<file path="src/hdl/regFilePkg.sv">
package regFilePkg;

	// ******************************
	// word and register numbering
	// ******************************

	// the byte-lane layout assumes two 8-bit lanes per word.
	localparam int wordWidth = 16;

	typedef logic [3:0] regAddr;

	// fixed role registers of the stack machine.
	localparam regAddr regRa  = 4'd1;
	localparam regAddr regRb  = 4'd2;
	localparam regAddr regRl  = 4'd3;
	localparam regAddr regRsp = 4'd13;
	localparam regAddr regRfp = 4'd14;
	localparam regAddr regRrs = 4'd15;

	// ******************************
	// selector codes
	// ******************************

	// write source for port A.
	typedef enum logic [1:0] {
		dinSel     = 2'd0,
		dinHighSel = 2'd1,
		pcNextSel  = 2'd2,
		aluSel     = 2'd3
	} dataSelA;

	// address source for port A.
	typedef enum logic [1:0] {
		argASel = 2'd0,
		raSel   = 2'd1,
		rbSel   = 2'd2,
		rlSel   = 2'd3
	} addrSelA;

	// address source for port B; unused codes fall back to the argument field.
	typedef enum logic [2:0] {
		argBSel = 3'd0,
		rbSelB  = 3'd1,
		rspSel  = 3'd2,
		rfpSel  = 3'd3,
		rrsSel  = 3'd4
	} addrSelB;

	// bit 1 enables the high byte, bit 0 the low byte.
	typedef logic [1:0] byteLanes;

endpackage
</file>
<file path="src/hdl/regCmdIf.sv">
`timescale 1ns/1ps

interface regCmdIf;
	import regFilePkg::*;

	// four-phase handshake between the two pipeline stages.
	logic req;
	logic ack;

	// port A of the resolved command.
	regAddr addrA;
	logic enA;
	logic weA;
	byteLanes byteEnA;
	logic [wordWidth-1:0] writeDataA;

	// port B of the resolved command.
	regAddr addrB;
	logic enB;
	logic weB;
	byteLanes byteEnB;
	logic [wordWidth-1:0] writeDataB;

	modport source (output req, addrA, enA, weA, byteEnA, writeDataA,
		addrB, enB, weB, byteEnB, writeDataB, input ack);

	modport sink (input req, addrA, enA, weA, byteEnA, writeDataA,
		addrB, enB, weB, byteEnB, writeDataB, output ack);

endinterface

</file>
<file path="src/hdl/regAccessTop.sv">
`timescale 1ns/1ps

module regAccessTop (
	input logic CLK,
	input logic reset,
	input logic cmdReq,
	output logic cmdAck,
	input logic [regFilePkg::wordWidth-1:0] dataIn,
	input logic [regFilePkg::wordWidth-1:0] aluResult,
	input logic [regFilePkg::wordWidth-1:0] pcNext,
	input logic enA,
	input logic weA,
	input regFilePkg::regAddr argA,
	input regFilePkg::addrSelA addrSelA,
	input regFilePkg::dataSelA dataSelA,
	input regFilePkg::byteLanes byteEnA,
	input logic enB,
	input logic weB,
	input regFilePkg::regAddr argB,
	input regFilePkg::addrSelB addrSelB,
	input regFilePkg::byteLanes byteEnB,
	output logic rspReq,
	input logic rspAck,
	output logic [regFilePkg::wordWidth-1:0] doutA,
	output logic [regFilePkg::wordWidth-1:0] doutB
);

	// resolved command passed from operand selection to register access.
	regCmdIf cmdBus ();

	operandSelect selectStage_i (
		.CLK(CLK),
		.reset(reset),
		.cmdReq(cmdReq),
		.cmdAck(cmdAck),
		.dataIn(dataIn),
		.aluResult(aluResult),
		.pcNext(pcNext),
		.enA(enA),
		.weA(weA),
		.argA(argA),
		.addrSelA(addrSelA),
		.dataSelA(dataSelA),
		.byteEnA(byteEnA),
		.enB(enB),
		.weB(weB),
		.argB(argB),
		.addrSelB(addrSelB),
		.byteEnB(byteEnB),
		.cmd(cmdBus.source)
	);

	registerFile storageStage_i (
		.CLK(CLK),
		.reset(reset),
		.cmd(cmdBus.sink),
		.rspReq(rspReq),
		.rspAck(rspAck),
		.doutA(doutA),
		.doutB(doutB)
	);

endmodule

</file>
<file path="src/hdl/registerFile.sv">
`timescale 1ns/1ps

module registerFile (
	input logic CLK,
	input logic reset,
	regCmdIf.sink cmd,
	output logic rspReq,
	input logic rspAck,
	output logic [regFilePkg::wordWidth-1:0] doutA,
	output logic [regFilePkg::wordWidth-1:0] doutB
);
	import regFilePkg::*;

	logic [wordWidth-1:0] regs [16];
	logic pending;
	logic accept;
	logic [wordWidth-1:0] afterA;
	logic [wordWidth-1:0] baseB;
	logic [wordWidth-1:0] afterB;
	logic [wordWidth-1:0] readA;

	// replaces only the byte lanes that are enabled.
	function automatic logic [wordWidth-1:0] mergeLanes(
		input logic [wordWidth-1:0] oldWord,
		input logic [wordWidth-1:0] newWord,
		input byteLanes lanes
	);
		logic [wordWidth-1:0] mask;
		mask = {{(wordWidth / 2){lanes[1]}}, {(wordWidth / 2){lanes[0]}}};
		return (oldWord & ~mask) | (newWord & mask);
	endfunction

	// a new command is taken only once the previous response handshake has fully closed.
	assign accept = cmd.req && !cmd.ack && !pending;

	// ******************************
	// post-write values
	// ******************************

	// port A writes first.
	assign afterA = cmd.weA ? mergeLanes(regs[cmd.addrA], cmd.writeDataA, cmd.byteEnA)
		: regs[cmd.addrA];

	// port B builds on the port A result when both hit the same register.
	assign baseB = (cmd.weA && cmd.addrA == cmd.addrB) ? afterA : regs[cmd.addrB];
	assign afterB = cmd.weB ? mergeLanes(baseB, cmd.writeDataB, cmd.byteEnB) : baseB;

	// port B wins a same-register conflict, so port A reads its value too.
	assign readA = (cmd.weB && cmd.addrA == cmd.addrB) ? afterB : afterA;

	// ******************************
	// storage and outputs
	// ******************************

	always_ff @(posedge CLK) begin
		if (reset) begin
			for (int i = 0; i < 16; i++) begin
				regs[i] <= '0;
			end
			doutA <= '0;
			doutB <= '0;
		end else if (accept) begin
			if (cmd.weA) begin
				regs[cmd.addrA] <= afterA;
			end
			// the later assignment takes precedence on a shared address.
			if (cmd.weB) begin
				regs[cmd.addrB] <= afterB;
			end
			if (cmd.enA) begin
				doutA <= readA;
			end
			if (cmd.enB) begin
				doutB <= afterB;
			end
		end
	end

	// ******************************
	// handshakes
	// ******************************

	always_ff @(posedge CLK) begin
		if (reset) begin
			cmd.ack <= 1'b0;
			rspReq <= 1'b0;
			pending <= 1'b0;
		end else begin
			if (accept) begin
				cmd.ack <= 1'b1;
			end else if (!cmd.req) begin
				cmd.ack <= 1'b0;
			end

			if (accept) begin
				rspReq <= 1'b1;
			end else if (rspAck) begin
				rspReq <= 1'b0;
			end

			// the response stays pending until rspAck has been seen low again.
			if (accept) begin
				pending <= 1'b1;
			end else if (!rspReq && !rspAck) begin
				pending <= 1'b0;
			end
		end
	end

endmodule

</file>
<file path="src/hdl/operandSelect.sv">
`timescale 1ns/1ps

module operandSelect (
	input logic CLK,
	input logic reset,
	input logic cmdReq,
	output logic cmdAck,
	input logic [regFilePkg::wordWidth-1:0] dataIn,
	input logic [regFilePkg::wordWidth-1:0] aluResult,
	input logic [regFilePkg::wordWidth-1:0] pcNext,
	input logic enA,
	input logic weA,
	input regFilePkg::regAddr argA,
	input regFilePkg::addrSelA addrSelA,
	input regFilePkg::dataSelA dataSelA,
	input regFilePkg::byteLanes byteEnA,
	input logic enB,
	input logic weB,
	input regFilePkg::regAddr argB,
	input regFilePkg::addrSelB addrSelB,
	input regFilePkg::byteLanes byteEnB,
	regCmdIf.source cmd
);
	import regFilePkg::*;

	logic accept;
	regAddr addrANext;
	regAddr addrBNext;
	logic [wordWidth-1:0] writeDataANext;

	// the output register is free only after the second stage has also dropped ack,
	// so a new req never overlaps the tail of the previous handshake.
	assign accept = cmdReq && !cmdAck && !cmd.req && !cmd.ack;

	// ******************************
	// operand resolution
	// ******************************

	always_comb begin
		case (addrSelA)
			raSel: addrANext = regRa;
			rbSel: addrANext = regRb;
			rlSel: addrANext = regRl;
			default: addrANext = argA;
		endcase
	end

	always_comb begin
		case (addrSelB)
			rbSelB: addrBNext = regRb;
			rspSel: addrBNext = regRsp;
			rfpSel: addrBNext = regRfp;
			rrsSel: addrBNext = regRrs;
			default: addrBNext = argB;
		endcase
	end

	always_comb begin
		case (dataSelA)
			// the high byte of the bus is moved down into the low lane.
			dinHighSel: writeDataANext = {{(wordWidth / 2){1'b0}}, dataIn[wordWidth-1:wordWidth/2]};
			pcNextSel: writeDataANext = pcNext;
			aluSel: writeDataANext = aluResult;
			default: writeDataANext = dataIn;
		endcase
	end

	// ******************************
	// handshakes
	// ******************************

	always_ff @(posedge CLK) begin
		if (reset) begin
			cmdAck <= 1'b0;
			cmd.req <= 1'b0;
		end else begin
			if (accept) begin
				cmdAck <= 1'b1;
			end else if (!cmdReq) begin
				cmdAck <= 1'b0;
			end

			if (accept) begin
				cmd.req <= 1'b1;
			end else if (cmd.ack) begin
				cmd.req <= 1'b0;
			end
		end
	end

	// the resolved command is held until the next accept.
	// write enables are folded with the port enables here.
	always_ff @(posedge CLK) begin
		if (accept) begin
			cmd.addrA <= addrANext;
			cmd.enA <= enA;
			cmd.weA <= enA & weA;
			cmd.byteEnA <= byteEnA;
			cmd.writeDataA <= writeDataANext;
			cmd.addrB <= addrBNext;
			cmd.enB <= enB;
			cmd.weB <= enB & weB;
			cmd.byteEnB <= byteEnB;
			cmd.writeDataB <= aluResult;
		end
	end

endmodule

</file>
<file path="config.mk">
export PLATFORM = sky130hd
export DESIGN_NAME = regAccessTop
export DESIGN_NICKNAME = d
export VERILOG_FILES = /design/src/hdl/regFilePkg.sv /design/src/hdl/regCmdIf.sv /design/src/hdl/regAccessTop.sv /design/src/hdl/registerFile.sv /design/src/hdl/operandSelect.sv
export SDC_FILE = /design/constraint.sdc
export NUM_CORES = 1
export LEC_CHECK = 0
export CORE_MARGIN = 2
export CORE_UTILIZATION = 30
export CTS_CLUSTER_DIAMETER = 60
export DETAILED_ROUTE_END_ITERATION = 12
export DONT_BUFFER_PORTS = 1
export PLACE_DENSITY = 0.45
export SKIP_LAST_GASP = 1
export SLEW_MARGIN = 20
export SYNTH_ARGS = -nofsm -noshare
export SYNTH_HDL_FRONTEND = slang
export SYNTH_SLANG_ARGS = --single-unit
</file>
<file path="constraint.sdc">
create_clock -name CLK -period 6.6 [get_ports CLK]
set_input_delay 0.33 -clock CLK [delete_from_list [all_inputs] [get_ports CLK]]
set_output_delay 0.33 -clock CLK [all_outputs]
set_load 0.05 [all_outputs]
</file>
Word level (Yosys, flattened, before mapping)
Memory sizes are Yosys's and may differ from the RTL's. A register that Yosys moved wholly into a read port is not among the register bits.
Cells that the tools add are included.
- register bits after elaboration: 85
- bits in writable memories: 256
- input bits: 75
- output and inout port bits: 34
- logic and storage cells: 97
- memories: 1
- equality and inequality tests: 13
- muxes and demuxes: 35
- bitwise operators: 10
- reductions and logical operators: 21
- memory list (memory ; words ; bits a word ; read ports ; clocked after memory_dff ; wr ports ; line ; RTL):
    storageStage_i.regs ; 16 ; 16 ; 2 ; 2 ; 16 ; registerFile.sv:14 ; logic [wordWidth-1:0] regs [16];
- operator list (cell ; count):
    $mux 16 ; 6
    $and 16x16->16 ; 4
    $pmux 16 s3 ; 1
    $not 16->16 ; 2
    $or 16x16->16 ; 2
    $reduce_or 16->1 ; 2
    $mux 1 ; 22
    $mux 4 ; 4
    $pmux 4 s4 ; 1
    $pmux 4 s3 ; 1
    $eq 2x2->1 const B ; 4
    $logic_and 1x1->1 ; 8
    $eq 3x2->1 const B ; 2
    $logic_not 1->1 ; 6
    $reduce_bool 2->1 ; 3
    $eq 2x1->1 const B ; 2
    $eq 4x4->1 ; 1
    $ne 2x1->1 const B ; 2
    $reduce_and 2->1 ; 2
    $eq 3x1->1 const B ; 1
    $eq 3x3->1 const B ; 1
    $and 1x1->1 ; 2

Depth between registers and ports, before layout
- depth after elaboration: 9
- gate-level depth with buffers: 10
- depth with buffers taken out: 6

Modules after synthesis
Synthesis repeated with hierarchy kept, for this count alone.
- cells, all modules: 1640
- area total of the unflattened synthesis: 19444.9 µm²
- by module, submodules not included (module ; times used ; cells each ; area each (µm²) ; sequential area each (µm²)):
    registerFile ; 1 ; 1522 ; 17414.2 ; 8388.0
    operandSelect ; 1 ; 118 ; 2030.7 ; 1481.4

Worst setup path before layout
OpenSTA, ideal clock, no wires.
- path kind: reg-to-reg
- start: register selectStage_i.cmdAck
- end: register with a tool-made name
- library setup time: 0.124 ns
- arrival: 3.214 ns
- required time: 6.476 ns
- path slack: 3.261 ns
- cell stages (with the launch flop): 4
- buffers on the path: 1
- period minus slack after synthesis: 3.339 ns
- path through: dfxtp_1 nor4b_1 clkbuf_1 mux2_2
- RTL lines (element ; line ; RTL):
    from (decl) ; operandSelect.sv:7 ; output logic cmdAck,
    from (signal assigned) ; operandSelect.sv:74 ; cmdAck <= 1'b0;
    from (signal assigned) ; operandSelect.sv:78 ; cmdAck <= 1'b1;
    from (signal assigned) ; operandSelect.sv:80 ; cmdAck <= 1'b0;

==> reports/metrics.yaml <==
first_pass_iters: 6
detail-route-antenna-nets: 0
synthTopCellsByCount: "edfxtp_1, o22ai_1, mux2i_1"
worstSkewPairLatency_ns: 0.61
initialDrtViolationCount: 2196
drive_above_1_share_pct: 13.5
period_minus_slack_ns: 3.90
ys.flop_type: "edfxtp_1"
gp_congestion: 0.878
yosysWarnings: 0
fillerInstances: 6357
max_stage_delay_ns: 0.83
grt_pass1_wl_um: 117000
reg2reg_depth: 7
fmax_ghz: 0.257
numCtsBuffers: 48
r2r_end: "storageStage_i.regs[0][0]$_DFFE_PP_"
cts_buffer_depth: 3
synth_nets: 1715
dieArea_um2: 65800
hold_end: "selectStage_i.cmd.addrA[1]$_DFFE_PP_"
synth.avg_cell_area_um2: 11.7
multiInputGateArea_um2: 8390
rrSetupSlack_ns: 2.70
htreeDepth: 2
cellLeakagePower_nw: 7.76
cpMostUsedCell: "o22ai_1"
cts.root.buffer_cell: "clkbuf_16"
finalWirelength_um: 84000
power.density_nw_per_um2: 307
vias: 15572
cp.required_ns: 6.91
total_power_mw: 6.67
clk_pin_slew_ns: 0.06
end_kind: "flip-flop"
grt_pass1_vias: 15178
ys_seq_area_share_pct: 52.4
cts_setup_buffers: 0
synth_area_um2: 19100
post-route-period-util_pct: 59.1
drv_cap: 0
crit_path_start_kind: "flip-flop"
whs_path_depth: 1
place_hpwl_um: 52700
drcViolationCount: 0
hp-class: "input pin to flip-flop"
drv_slew: 0
regArea_um2: 10000
setup_violations: 0
synth_cells: 1640
cts_tree: "yes"
vias_per_cell: 6.23
initial_core_util_pct: 30.3
core_area_um2: 63100
die_h_um: 257
synthArstFlopShare_pct: 0
synth_top_area_share_pct: 47.7
criticalPathCategory: "flip-flop to flip-flop"
vdd_ir_drop_max_uv: 172
grtUsageTotal_pct: 24.9
ys_ff_latch: 349
area_growth_pct: 13.6
hold_viol_final: 0
critPathSlowestCell: "dfxtp_4"
path_max_fanout: 42
overflow: 0
slew_headroom_pct: 14.1
cts-resized-gates: 0
path_cells: "buf_4, mux2i_1, o22ai_1, or4_1, a31oi_2, o21a_1, o22ai_1"
finalNetCount: 1690
setup_tns_ns: 0
antenna_found_initial: 3
grt_max_degree: 61
yosysUniqueCellTypes: 55
io_buffer_count: 0
finClkSkew_ns: 0.0359
wl_per_cell_um: 33.6
synth_top_area_cell: "edfxtp_1"
cts.sinks: 349
die_width_um: 257
synth_most_common_cell: "edfxtp_1"
status: "completed"
antenna_cells: 0
fin_hold_ws_ns: 0.0271
grt_setup_unrepaired: "no"
synth.area.top_cells: "edfxtp_1, mux2i_1, o22ai_1, dfxtp_1, mux4_2"
worstMarginPinSlew_ns: 1.29
io_pins: 109
hp-start: "argA[1]"
synth_edf_count: 304
critical_path_arrival_ns: 4.21
rows: 92
==> critical path, delay by kind of cell, from the launching register on <==
kind                   cells  cell delay, ns
AO/OA/AOI/OAI              4            1.19
flip-flops                 1            0.83
buffers and inverters      1            0.72
AND/OR/NAND/NOR            1            0.53
multiplexers               1            0.26
==> cell type report <==
type                       count  area share [%]
sequential                   349            46.2
multi-input combinational   1130            38.6
clock buffer                  67            6.18
tap                          846            4.87
timing repair buffer          79            3.13
clock inverter                22           0.898
inverter                       7           0.121
==> state kept, by name (all words and copies together), names as in the netlist, named ones only <==
signal                        cells
storageStage_i.regs             256
selectStage_i.cmd.byteEnB         2
storageStage_i.pending            1
storageStage_i.rspReq             1
storageStage_i.doutB             16
selectStage_i.cmd.enB             1
selectStage_i.cmd.writeDataB     16
selectStage_i.cmd.addrB           4
selectStage_i.cmd.byteEnA         2
selectStage_i.cmd.addrA           4
selectStage_i.cmd.enA             1
selectStage_i.cmdAck              1
storageStage_i.cmd.ack            1
selectStage_i.cmd.req             1
storageStage_i.doutA             16
selectStage_i.cmd.writeDataA     16
selectStage_i.cmd.weB             1
selectStage_i.cmd.weA             1
==> what timing repair did <==
item | in CTS | in global routing
hold buffers | 35 | 0
endpoints found under the setup margin | 0 | 0
hold endpoints to repair | 50 | 0
==> routing by layer <==
| layer | routed length, um | GRT usage (%) | share of wire [%] |
|---|---|---|---|
| met1 | 36200 | 35.2 | 43 |
| met2 | 35600 | 36.2 | 42 |
| met3 | 9040 | 6.47 | 11 |
| met4 | 3170 | 9.72 | 3.8 |
| met5 | 0 | 0 | 0 |
==> worst max path at each step <==
stage / start / endpoint / slack (ns) / cells past startpoint
5_1_grt: flip-flop / storageStage_i.regs[0][0]$_DFFE_PP_ / 2.52 / 7
6_report: flip-flop / storageStage_i.regs[0][0]$_DFFE_PP_ / 2.70 / 7
3_3_place_gp: flip-flop / storageStage_i.regs[0][0]$_DFFE_PP_ / 2.78 / 7
2_1_floorplan: selectStage_i.cmdAck$_SDFFE_PP0P_ / flip-flop / 3.26 / 3
4_1_cts: flip-flop / storageStage_i.regs[0][0]$_DFFE_PP_ / 2.80 / 7
3_5_place_dp: flip-flop / storageStage_i.regs[0][0]$_DFFE_PP_ / 2.76 / 7
==> kinds of logic after synthesis <==
family	synth area share, %
compound gates	18.4
flops	52.4
simple gates	9.05
mux	15.4
buf+inv	4.50
xor+xnor	0.183
==> stage by stage <==
stage	cell area (um^2)	utilization, %	setup slack, ns	instances
global placement	19800	31.4	2.78	2376
floorplan	19100	-	3.26	1640
CTS	21700	34.5	2.80	2500
global route	21700	34.5	2.52	2500
finish	21700	34.5	2.70	2500
detailed placement	19800	31.5	2.76	2376
==> power by group <==
group	total, mW	internal (mW)	switching (mW)
logic	1.38	0.446	0.931
registers	2.72	2.52	0.200
clock network	2.57	1.48	1.09
total	6.67	4.44	2.22
==> placed cells by master (no fill, tap or decap), types with 7 or more instances in the layout <==
cell type and count:
mux2i_1 240, a21oi_2 24, mux4_2 19, nor2_1 77, dlygate4sd3_1 35, a22oi_1 38
o21ai_4 7, nand2_1 108, clkbuf_16 48, and3_1 30, a21oi_1 37, a31oi_4 13
clkbuf_8 7, nor3_1 17, dfxtp_1 43, o221ai_1 18, inv_1 7, nand4_1 9
and2_1 9, o21ai_0 41, mux2_2 11, or3_1 22, or4_1 14, nand3_1 22
buf_4 44, edfxtp_1 304, o21a_1 15, o22ai_1 286, clkbuf_1 12
Note: power is estimated with default switching activity, not from simulation.
